`src/hdl/cluster_macros.svh`:
```
`ifndef CLUSTER_MACROS_SVH
`define CLUSTER_MACROS_SVH

`define CLUSTER_LANES 4 // execute lanes per bundle
`define XLEN 32         // RV32I data path

`endif
```
`src/hdl/cluster_pkg.sv`:
```
`include "cluster_macros.svh"

package cluster_pkg;

    typedef struct packed {
        logic             valid;
        logic [`XLEN-1:0] instruction;
        logic [`XLEN-1:0] pc;
        logic [`XLEN-1:0] rs1_val;
        logic [`XLEN-1:0] rs2_val;
    } slot_t;

    typedef struct packed {
        logic             valid;
        logic [4:0]       rd;
        logic             wb_en;
        logic [`XLEN-1:0] result;
        logic             mem_req;
        logic             mem_write;
        logic [`XLEN-1:0] mem_addr;
        logic [`XLEN-1:0] store_data;
        logic             redirect;
        logic [`XLEN-1:0] target;
    } lane_result_t;

    typedef struct packed {
        logic                              strobe;
        slot_t [`CLUSTER_LANES-1:0]        slots;
    } issue_bundle_t;

    typedef struct packed {
        logic                              strobe;
        lane_result_t [`CLUSTER_LANES-1:0] lanes;
        logic                              redirect_valid;
        logic [`XLEN-1:0]                  redirect_pc; // target of oldest redirecting lane
    } retire_bundle_t;

endpackage

```
`src/hdl/riscv_isa_pkg.sv`:
```
`include "cluster_macros.svh"

package riscv_isa_pkg;

    typedef enum logic [6:0] {
        OPC_OP     = 7'b0110011,
        OPC_OP_IMM = 7'b0010011,
        OPC_LOAD   = 7'b0000011,
        OPC_STORE  = 7'b0100011,
        OPC_BRANCH = 7'b1100011,
        OPC_JAL    = 7'b1101111,
        OPC_JALR   = 7'b1100111,
        OPC_LUI    = 7'b0110111
    } opcode_e;

    typedef enum logic [2:0] {
        F3_ADD_SUB = 3'b000,
        F3_SLL     = 3'b001,
        F3_SLT     = 3'b010,
        F3_SLTU    = 3'b011,
        F3_XOR     = 3'b100,
        F3_SRL_SRA = 3'b101,
        F3_OR      = 3'b110,
        F3_AND     = 3'b111
    } alu_f3_e;

    typedef enum logic [2:0] {
        F3_BEQ  = 3'b000,
        F3_BNE  = 3'b001,
        F3_BLT  = 3'b100,
        F3_BGE  = 3'b101,
        F3_BLTU = 3'b110,
        F3_BGEU = 3'b111
    } branch_f3_e;

    typedef enum logic [3:0] {
        ALU_ADD,
        ALU_SUB,
        ALU_SLL,
        ALU_SLT,
        ALU_SLTU,
        ALU_XOR,
        ALU_SRL,
        ALU_SRA,
        ALU_OR,
        ALU_AND,
        ALU_PASS_B
    } alu_op_e;

    typedef struct packed {
        logic              valid;
        opcode_e           opcode;
        logic [2:0]        funct3;
        alu_op_e           alu_op;
        logic [4:0]        rs1;
        logic [4:0]        rs2;
        logic [4:0]        rd;
        logic [`XLEN-1:0]  imm;
        logic              alu_source; // 1 selects imm as operand b
        logic              mem_to_reg;
        logic              mem_write;
        logic              branch;
        logic              load_pc;    // jal / jalr
        logic              reg_write;
    } decoded_t;

endpackage

```
`src/hdl/exec_cluster.sv`:
```
`include "cluster_macros.svh"

module exec_cluster (
    input  logic                        clk,
    input  logic                        arst_n,
    input  cluster_pkg::issue_bundle_t  issue,
    output cluster_pkg::retire_bundle_t retire
);
    import cluster_pkg::*;

    slot_t        [`CLUSTER_LANES-1:0] lane_slot;
    lane_result_t [`CLUSTER_LANES-1:0] lane_res;

    issue_stage u_issue (
        .clk       (clk),
        .arst_n    (arst_n),
        .issue     (issue),
        .lane_slot (lane_slot)
    );

    for (genvar i = 0; i < `CLUSTER_LANES; i++)
    begin : g_lane
        exec_lane u_lane (
            .clk    (clk),
            .arst_n (arst_n),
            .slot   (lane_slot[i]),
            .res    (lane_res[i])
        );
    end

    retire_stage u_retire (
        .clk      (clk),
        .arst_n   (arst_n),
        .lane_res (lane_res),
        .retire   (retire)
    );

endmodule

```
`src/hdl/retire_stage.sv`:
```
`include "cluster_macros.svh"

module retire_stage (
    input  logic                                          clk,
    input  logic                                          arst_n,
    input  cluster_pkg::lane_result_t [`CLUSTER_LANES-1:0] lane_res,
    output cluster_pkg::retire_bundle_t                   retire
);
    import cluster_pkg::*;

    retire_bundle_t retire_d;
    logic           squash;

    always_comb
    begin
        retire_d = '0;
        squash   = 1'b0;
        for (int i = 0; i < `CLUSTER_LANES; i++)
        begin
            retire_d.lanes[i] = lane_res[i];
            retire_d.strobe   = retire_d.strobe || lane_res[i].valid;
            if (squash)
            begin
                retire_d.lanes[i].valid   = 1'b0; // younger than the redirect
                retire_d.lanes[i].wb_en   = 1'b0;
                retire_d.lanes[i].mem_req = 1'b0;
            end
            else if (lane_res[i].valid && lane_res[i].redirect)
            begin
                retire_d.redirect_valid = 1'b1;
                retire_d.redirect_pc    = lane_res[i].target;
                squash                  = 1'b1;
            end
        end
    end

    always_ff @(posedge clk or negedge arst_n)
    begin
        if (!arst_n)
            retire <= '0;
        else
            retire <= retire_d;
    end

endmodule

```
`src/hdl/issue_stage.sv`:
```
`include "cluster_macros.svh"

module issue_stage (
    input  logic                                   clk,
    input  logic                                   arst_n,
    input  cluster_pkg::issue_bundle_t             issue,
    output cluster_pkg::slot_t [`CLUSTER_LANES-1:0] lane_slot
);
    import cluster_pkg::*;

    slot_t [`CLUSTER_LANES-1:0] slot_d;

    always_comb
    begin
        for (int i = 0; i < `CLUSTER_LANES; i++)
        begin
            slot_d[i]       = issue.slots[i];
            slot_d[i].valid = issue.strobe && issue.slots[i].valid; // no strobe, no work
        end
    end

    always_ff @(posedge clk or negedge arst_n)
    begin
        if (!arst_n)
            lane_slot <= '0;
        else
            lane_slot <= slot_d;
    end

endmodule

```
`src/hdl/exec_lane.sv`:
```
`include "cluster_macros.svh"

module exec_lane (
    input  logic                       clk,
    input  logic                       arst_n,
    input  cluster_pkg::slot_t         slot,
    output cluster_pkg::lane_result_t  res
);
    import riscv_isa_pkg::*;
    import cluster_pkg::*;

    decoded_t         dec;
    logic [`XLEN-1:0] op_b;
    logic [`XLEN-1:0] alu_res;
    logic [`XLEN-1:0] pc_plus4;
    logic             take;
    lane_result_t     res_d;

    control_unit u_dec (
        .instruction (slot.instruction),
        .dec         (dec)
    );

    assign op_b     = dec.alu_source ? dec.imm : slot.rs2_val;
    assign pc_plus4 = slot.pc + `XLEN'd4;

    always_comb
    begin
        case (dec.alu_op)
            ALU_ADD:  alu_res = slot.rs1_val + op_b;
            ALU_SUB:  alu_res = slot.rs1_val - op_b;
            ALU_SLL:  alu_res = slot.rs1_val << op_b[4:0];
            ALU_SLT:  alu_res = {{(`XLEN-1){1'b0}}, $signed(slot.rs1_val) < $signed(op_b)};
            ALU_SLTU: alu_res = {{(`XLEN-1){1'b0}}, slot.rs1_val < op_b};
            ALU_XOR:  alu_res = slot.rs1_val ^ op_b;
            ALU_SRL:  alu_res = slot.rs1_val >> op_b[4:0];
            ALU_SRA:  alu_res = $signed(slot.rs1_val) >>> op_b[4:0];
            ALU_OR:   alu_res = slot.rs1_val | op_b;
            ALU_AND:  alu_res = slot.rs1_val & op_b;
            default:  alu_res = op_b; // pass b for lui
        endcase
    end

    always_comb
    begin
        case (branch_f3_e'(dec.funct3))
            F3_BEQ:  take = slot.rs1_val == slot.rs2_val;
            F3_BNE:  take = slot.rs1_val != slot.rs2_val;
            F3_BLT:  take = $signed(slot.rs1_val) < $signed(slot.rs2_val);
            F3_BGE:  take = $signed(slot.rs1_val) >= $signed(slot.rs2_val);
            F3_BLTU: take = slot.rs1_val < slot.rs2_val;
            F3_BGEU: take = slot.rs1_val >= slot.rs2_val;
            default: take = 1'b0;
        endcase
    end

    always_comb
    begin
        res_d            = '0;
        res_d.valid      = slot.valid && dec.valid;
        res_d.rd         = dec.rd;
        res_d.wb_en      = dec.reg_write && (dec.rd != 5'd0);
        res_d.result     = dec.load_pc ? pc_plus4 : alu_res;
        res_d.mem_req    = dec.mem_to_reg || dec.mem_write;
        res_d.mem_write  = dec.mem_write;
        res_d.redirect   = dec.load_pc || (dec.branch && take);
        if (res_d.mem_req)
            res_d.mem_addr = alu_res; // rs1 + imm
        if (dec.mem_write)
            res_d.store_data = slot.rs2_val;
        if (!dec.reg_write)
            res_d.result = '0;
        if (dec.opcode == OPC_JALR)
            res_d.target = {alu_res[`XLEN-1:1], 1'b0};
        else if (res_d.redirect)
            res_d.target = slot.pc + dec.imm;
        if (!res_d.valid)
            res_d = '0;
    end

    always_ff @(posedge clk or negedge arst_n)
    begin
        if (!arst_n)
            res <= '0;
        else
            res <= res_d;
    end

endmodule

```
`src/hdl/control_unit.sv`:
```
`include "cluster_macros.svh"

module control_unit (
    input  logic [`XLEN-1:0]      instruction,
    output riscv_isa_pkg::decoded_t dec
);
    import riscv_isa_pkg::*;

    opcode_e          opc;
    logic [2:0]       funct3;
    logic [6:0]       funct7;
    logic [`XLEN-1:0] imm_i;
    logic [`XLEN-1:0] imm_s;
    logic [`XLEN-1:0] imm_b;
    logic [`XLEN-1:0] imm_j;
    logic [`XLEN-1:0] imm_u;
    alu_op_e          f3_op;

    assign opc    = opcode_e'(instruction[6:0]);
    assign funct3 = instruction[14:12];
    assign funct7 = instruction[31:25];

    assign imm_i = {{20{instruction[31]}}, instruction[31:20]};
    assign imm_s = {{20{instruction[31]}}, instruction[31:25], instruction[11:7]};
    assign imm_b = {{19{instruction[31]}}, instruction[31], instruction[7],
                    instruction[30:25], instruction[11:8], 1'b0};
    assign imm_j = {{11{instruction[31]}}, instruction[31], instruction[19:12],
                    instruction[20], instruction[30:21], 1'b0};
    assign imm_u = {instruction[31:12], 12'b0};

    // funct3 to alu op, alt bit picks sub / sra
    always_comb
    begin
        case (alu_f3_e'(funct3))
            F3_ADD_SUB: f3_op = (opc == OPC_OP && funct7[5]) ? ALU_SUB : ALU_ADD;
            F3_SLL:     f3_op = ALU_SLL;
            F3_SLT:     f3_op = ALU_SLT;
            F3_SLTU:    f3_op = ALU_SLTU;
            F3_XOR:     f3_op = ALU_XOR;
            F3_SRL_SRA: f3_op = funct7[5] ? ALU_SRA : ALU_SRL;
            F3_OR:      f3_op = ALU_OR;
            default:    f3_op = ALU_AND;
        endcase
    end

    always_comb
    begin
        dec = '0;
        case (opc)
            OPC_OP:
            begin
                dec.rs1       = instruction[19:15];
                dec.rs2       = instruction[24:20];
                dec.rd        = instruction[11:7];
                dec.funct3    = funct3;
                dec.alu_op    = f3_op;
                dec.reg_write = 1'b1;
            end
            OPC_OP_IMM:
            begin
                dec.rs1        = instruction[19:15];
                dec.rd         = instruction[11:7];
                dec.funct3     = funct3;
                dec.imm        = imm_i;
                dec.alu_op     = f3_op;
                dec.alu_source = 1'b1;
                dec.reg_write  = 1'b1;
            end
            OPC_LOAD:
            begin
                dec.rs1        = instruction[19:15];
                dec.rd         = instruction[11:7];
                dec.funct3     = funct3;
                dec.imm        = imm_i;
                dec.alu_source = 1'b1;
                dec.mem_to_reg = 1'b1;
                dec.reg_write  = 1'b1;
            end
            OPC_STORE:
            begin
                dec.rs1        = instruction[19:15];
                dec.rs2        = instruction[24:20];
                dec.funct3     = funct3;
                dec.imm        = imm_s;
                dec.alu_source = 1'b1;
                dec.mem_write  = 1'b1;
            end
            OPC_BRANCH:
            begin
                dec.rs1    = instruction[19:15];
                dec.rs2    = instruction[24:20];
                dec.funct3 = funct3;
                dec.imm    = imm_b;
                dec.branch = 1'b1;
            end
            OPC_JAL:
            begin
                dec.rd        = instruction[11:7];
                dec.imm       = imm_j;
                dec.load_pc   = 1'b1;
                dec.reg_write = 1'b1;
            end
            OPC_JALR:
            begin
                dec.rs1        = instruction[19:15];
                dec.rd         = instruction[11:7];
                dec.funct3     = funct3;
                dec.imm        = imm_i;
                dec.alu_source = 1'b1; // rs1 + imm through the alu
                dec.load_pc    = 1'b1;
                dec.reg_write  = 1'b1;
            end
            OPC_LUI:
            begin
                dec.rd         = instruction[11:7];
                dec.imm        = imm_u;
                dec.alu_op     = ALU_PASS_B;
                dec.alu_source = 1'b1;
                dec.reg_write  = 1'b1;
            end
            default:
            begin
                dec = '0; // unknown opcode
            end
        endcase
        if (dec.reg_write || dec.mem_write || dec.branch)
        begin
            dec.valid  = 1'b1;
            dec.opcode = opc;
        end
    end

endmodule

```
`config.mk`:
```
export PLATFORM = sky130hd
export DESIGN_NAME = exec_cluster
export DESIGN_NICKNAME = d
export VERILOG_FILES = /design/src/hdl/cluster_pkg.sv /design/src/hdl/riscv_isa_pkg.sv /design/src/hdl/exec_cluster.sv /design/src/hdl/retire_stage.sv /design/src/hdl/issue_stage.sv /design/src/hdl/exec_lane.sv /design/src/hdl/control_unit.sv
export VERILOG_INCLUDE_DIRS = /design/src /design/src/hdl
export SDC_FILE = /design/constraint.sdc
export NUM_CORES = 2
export LEC_CHECK = 0
export ABC_AREA = 1
export BUFFER_PORTS_ARGS = -buffer_cell sky130_fd_sc_hd__buf_2
export CAP_MARGIN = 20
export CELL_PAD_IN_SITES_DETAIL_PLACEMENT = 0
export CELL_PAD_IN_SITES_GLOBAL_PLACEMENT = 1
export CORE_ASPECT_RATIO = 0.6
export CORE_MARGIN = 2
export CORE_UTILIZATION = 30
export DETAILED_ROUTE_END_ITERATION = 16
export PLACE_DENSITY_LB_ADDON = 0.08
export SYNTH_ARGS = -nofsm -noshare
export SYNTH_HDL_FRONTEND = slang
export SYNTH_SLANG_ARGS = --single-unit
```
`constraint.sdc`:
```
create_clock -name clk -period 6.01 [get_ports clk]
set_input_delay 0.601 -clock clk [delete_from_list [all_inputs] [get_ports clk]]
set_output_delay 0.601 -clock clk [all_outputs]
set_load 0.03 [all_outputs]
```
== Word-level counts from Yosys, hierarchy flattened ==
Index checks and enable logic that the tools add are counted.
Operators by class
  add/subtract/negate cells: 16
  order comparisons: 24
  equal/unequal tests: 124
  shifts and indexed selects: 12
  multiplexer cells: 117
  bitwise logic cells: 12
  reductions and logical operators: 83
Operators with widths (count)
  $pmux 32 s10: 4
  $mux 32: 28
  $pmux 32 s5: 4
  $mux 138: 4
  $lt 32x32->1: 16
  $add 32x32->32: 8
  $ge 32x32->1: 8
  $mux 33: 7
  $add 32x3->32 const B: 4
  $and 32x32->32: 4
  $eq 32x32->1: 4
  $ne 32x32->1: 4
  $or 32x32->32: 4
  $shl 32x5->32: 4
  $shr 32x5->32: 4
  $sshr 32x5->32: 4
  $sub 32x32->32: 4
  $xor 32x32->32: 4
  $eq 7x7->1 const B: 16
  $pmux 4 s7: 4
  $eq 3x3->1 const B: 28
  $eq 7x6->1 const B: 12
  $eq 4x3->1 const B: 16
  $reduce_or 6->1: 8
  21 further kinds: 185
Storage, ports and cells
  register bits after elaboration: 1654

== Logic depth before layout (Yosys ltp) ==
  depth after elaboration: 10
  mapped depth: 32
  mapped depth without buffers: 30

== Modules after synthesis ==
From an unflattened synthesis, not the netlist that was laid out.
Second synthesis, totals
  cell total of the unflattened synthesis: 13983
  area total of the unflattened synthesis: 103628.1 um2
By module, submodules not included
  exec_lane at g_lane[1].u_lane ...: times used 2, cells an instance 2971, area each 17872.1 um2, seq. area each 3453.3 um2
  exec_lane at g_lane[0].u_lane: times used 1, cells an instance 2947, area each 17925.9 um2, seq. area each 3453.3 um2
  exec_lane at g_lane[3].u_lane: times used 1, cells an instance 2964, area each 17830.9 um2, seq. area each 3453.3 um2
  retire_stage: times used 1, cells an instance 894, area each 16091.7 um2, seq. area each 14664.1 um2
  issue_stage: times used 1, cells an instance 524, area each 12942.4 um2, seq. area each 12912.4 um2
  control_unit: times used 4, cells an instance 178, area each 773.2 um2, seq. area each 0.0 um2

== Worst setup path before layout ==
No wires, ideal clock.
  kind: register -> register
  from: reg, netlist name u_issue.lane_slot[486]
  to: reg g_lane[3].u_lane.res[17] (netlist name)
  library setup time: 133 ps
  data arrival time: 3920 ps
  slack: 1958 ps
  stages on the path, launching flop included: 28
  path buffers: 4
  path through: dfrtp_1 > inv_1 > nand4_1 > nor2_2 > nor2_2 > nand2_2 > buf_4 > clkbuf_1 > clkbuf_1 > nand2_1 > o21ai_0 > inv_1 > ha_1 > clkbuf_1 > inv_1 > o21ai_0 > nor2_1 > o21ai_0 > a21oi_1 > o21ai_0 > xor2_1 > nor2_1 > nor3_1 > nand2_1 > nor2_1 > nand2_1 > nand2_1 > a21oi_1
RTL lines
  end signal, assigned: line exec_lane.sv:86  | res <= res_d;
  end, declared: line exec_lane.sv:7  | output cluster_pkg::lane_result_t res

==> results.json <==
{
  "cp-end-kind": "register",
  "ys_seq_area_frac": 0.400,
  "status": "completed",
  "grt_pass1_vias": 104000,
  "synth_top_area_share": 0.400,
  "synthMuxAreaShare": 0,
  "p_seq_frac": 0.386,
  "ant_nets": 0,
  "clock_power_share": 0.367,
  "worstMarginPinSlew_ns": 1.30,
  "post_cts_buffers": 0,
  "fmax_mhz": 173,
  "start_kind": "register",
  "ys_top_cells_by_area": "dfrtp_1 40%, nand2_1 12%, nand3_1 8.2%, ha_1 7.5%, inv_1 5.7%",
  "p_int_uw": 19700,
  "cp.arrival_ns": 6.50,
  "syn_nets": 15300,
  "nets": 17100,
  "crit-reg2reg-launch": "u_issue.lane_slot[486]$_DFF_PN0_",
  "clk_pin_slew_ns": 0.07,
  "routedWlPerCell_um": 32.0,
  "synth_edf_count": 0,
  "power_frac_comb": 0.247,
  "power.total_uw": 30300,
  "portBuffers": 1104,
  "period_needed_ns": 5.79,
  "synth_ff_type": "dfrtp_1",
  "num_vias": 112000,
  "yosys.area_share.adder": 0.0753,
  "grt_pass1_wl_um": 889000,
  "crit_type": "reg2reg",
  "clock-sinks": 1654,
  "switchingPower_uw": 10500,
  "core_um2": 342000,
  "htreeDepth": 4,
  "finish.utilization": 0.373,
  "fin_tns_setup_ns": 0,
  "swShare": 0.348,
  "syn_area_per_cell_um2": 7.28,
  "fin_ws_ns": 0.223,
  "yosys_warnings": 0,
  "drcViolationCount": 0,
  "async_flop_share": 1.00,
  "finalCritPeriodShare": 0.963,
  "hp-start": "issue[515]",
  "synth_top_area_cell": "dfrtp_1",
  "cp.required_ns": 6.73,
  "grtUsageTotal": 0.365,
  "grt_setup_unrepaired": "no",
  "pre_cts_ws_ns": 0.555,
  "synthXorXnorAreaFrac": 0.0128,
  "synth_cell_types": 71,
  "antenna_found_initial": 53,
  "yosys-top-cells-count": "3405 x nand2_1, 1704 x nand3_1, 1654 x dfrtp_1",
  "synth_compound_area_frac": 0.134,
  "dp_hpwl_um": 554000,
  "cts_root_buf": "clkbuf_16",
  "cts_buffers": 168,
  "viasPerCell": 5.40,
  "yosys.area_share.simple": 0.296,
  "yosysMostFrequentCell": "nand2_1",
  "worst_ir_drop_vdd_mv": 0.239,
  "hold_viol_final": 0,
  "drv_slew": 0,
  "synth_area_um2": 103000,
  "clock_latency_ns": 0.94,
  "crit_fanout": 20,
  "area_growth_pct": 23.2,
  "wl_um": 661000,
  "grt_max_degree": 172,
  "crit_path_start": "u_issue.lane_slot[486]$_DFF_PN0_",
  "die_w_um": 762,
  "final-setup-viol-count": 0,
  "floorplan.rows": 166,
  "synth_top_family_by_area": "simple AND/OR/NAND/NOR gates",
  "fp.dieH_um": 459,
  "dr.pass1.iters": 6,
  "initial_utilization": 0.302,
  "design.die.area_um2": 350000,
  "cts_tree": "built",
  "skew_ns": 0.101,
  "drive_gt1_frac": 0.133,
  "ys_ff_latch": 1654,
  "synthCells": 14200,
  "gp_congestion": 1.02,
  "leakagePower_uw": 0.0673,
  "hp-class": "in2reg",
  "power_density_nw_per_um2": 238,
  "max_cap_violations": 0,
  "ioPinCount": 1105,
  "slew_headroom": 0.122,
  "hold_slack_ns": 0.110,
  "drt_iter0_drc": 15500,
  "clockBufferDepth": 4,
  "grt.overflow.total": 0
}
-- critical path: stages (launching register included) --
cell	delay, ns
dfrtp_1	0.39
inv_1	0.09
nand4_1	0.22
nor2_4	0.35
nor2_2	0.17
nand2_2	0.35
buf_4	0.23
nand2_1	0.05
o21ai_0	0.13
inv_1	0.11
ha_1	0.58
nand2_1	0.14
inv_1	0.11
nand2_1	0.07
nor3_1	0.52
a21oi_1	0.31
o21ai_0	0.42
xor2_1	0.19
nor2_1	0.05
nor3_1	0.25
nand2_1	0.09
nor2_1	0.22
nand2_1	0.08
nand2_1	0.32
a21oi_1	0.13
-- power by group through the flow --
stage | Sequential (µW) | Clock (µW) | Combinational, µW
6_report | 11700 | 11100 | 7490
3_5_place_dp | 11900 | 0 | 6880
4_1_cts | 11700 | 11300 | 7190
2_1_floorplan | 11700 | 0 | 3550
5_1_grt | 11700 | 11800 | 7940
3_3_place_gp | 11900 | 0 | 6980
-- kinds of logic after synthesis --
family | count (synthesis)
AO/OA/AOI/OAI | 2465
XOR/XNOR | 151
adder cells (fa/ha/maj) | 620
buffers and inverters | 2154
flip-flops | 1654
AND/OR/NAND/NOR | 7162
-- path summary, 6_finish.rpt --
path | cells after the start | slack (ns) | endpoint
max reg2reg | 24 | 0.22 | g_lane[3].u_lane.res[17]$_DFF_PN0_
max in group asynchronous | 4 | 3.99 | g_lane[3].u_lane.res[10]$_DFF_PN0_
max | 24 | 0.22 | g_lane[3].u_lane.res[17]$_DFF_PN0_
min in group asynchronous | 2 | 0.34 | u_retire.retire[71]$_DFF_PN0_
min reg2reg | 0 | 0.31 | u_retire.retire[257]$_DFF_PN0_
min | 3 | 0.11 | u_issue.lane_slot[515]$_DFF_PN0_
-- sequential cells by signal, indices dropped and copies added, names as in the netlist --
register,cells
u_issue.lane_slot,516
g_lane.u_lane.res,552
u_retire.retire,586
-- metrics by stage --
step | instance area [µm²] | cells
6_report | 127000 | 20700
4_1_cts | 127000 | 20600
5_1_grt | 127000 | 20600
2_1_floorplan | 103000 | 14200
3_3_place_gp | 116000 | 19800
3_5_place_dp | 116000 | 19800
-- per-layer routing --
layer / track usage / wire length (µm) / vias up / part of all wire
met5: 0 / 169 / - / 0.00026
met4: 0.120 / 25500 / 24 / 0.039
met3: 0.0994 / 68000 / 676 / 0.10
met2: 0.479 / 249000 / 5932 / 0.38
met1: 0.564 / 318000 / 54800 / 0.48
li1: - / - / 50200 / -
-- cells in the final DEF, fill, tap and decap left out, types with 119 or more instances in the layout --
master | Yosys | routed
a21oi_1 | 965 | 964
buf_2 | 124 | 1106
buf_4 | 28 | 461
clkbuf_16 | 0 | 168
dfrtp_1 | 1654 | 1654
dlygate4sd3_1 | 0 | 516
ha_1 | 616 | 615
inv_1 | 1578 | 1574
nand2_1 | 3405 | 3397
nand3_1 | 1704 | 1701
nand4_1 | 135 | 135
nor2_1 | 1447 | 1439
nor3_1 | 201 | 201
o21ai_0 | 802 | 800
o21ai_1 | 117 | 119
-- final cells by class --
class / count / area [µm²]
fill: 36900 / 215000
multi-input combinational: 10400 / 53700
sequential: 1654 / 41400
timing repair buffer: 2115 / 14800
inverter: 1643 / 6170
tap: 4536 / 5680
clock buffer: 215 / 4650
clock inverter: 76 / 997
antenna: 40 / 100
-- repair_timing --
action | 4_1_cts | 5_1_grt
hold buffers | 516 | 0
hold endpoints to repair | 583 | 0
resized for setup | 0 | 3
endpoints found under the setup margin | 0 | 3
No activity file was read; power rests on OpenSTA's default activity.
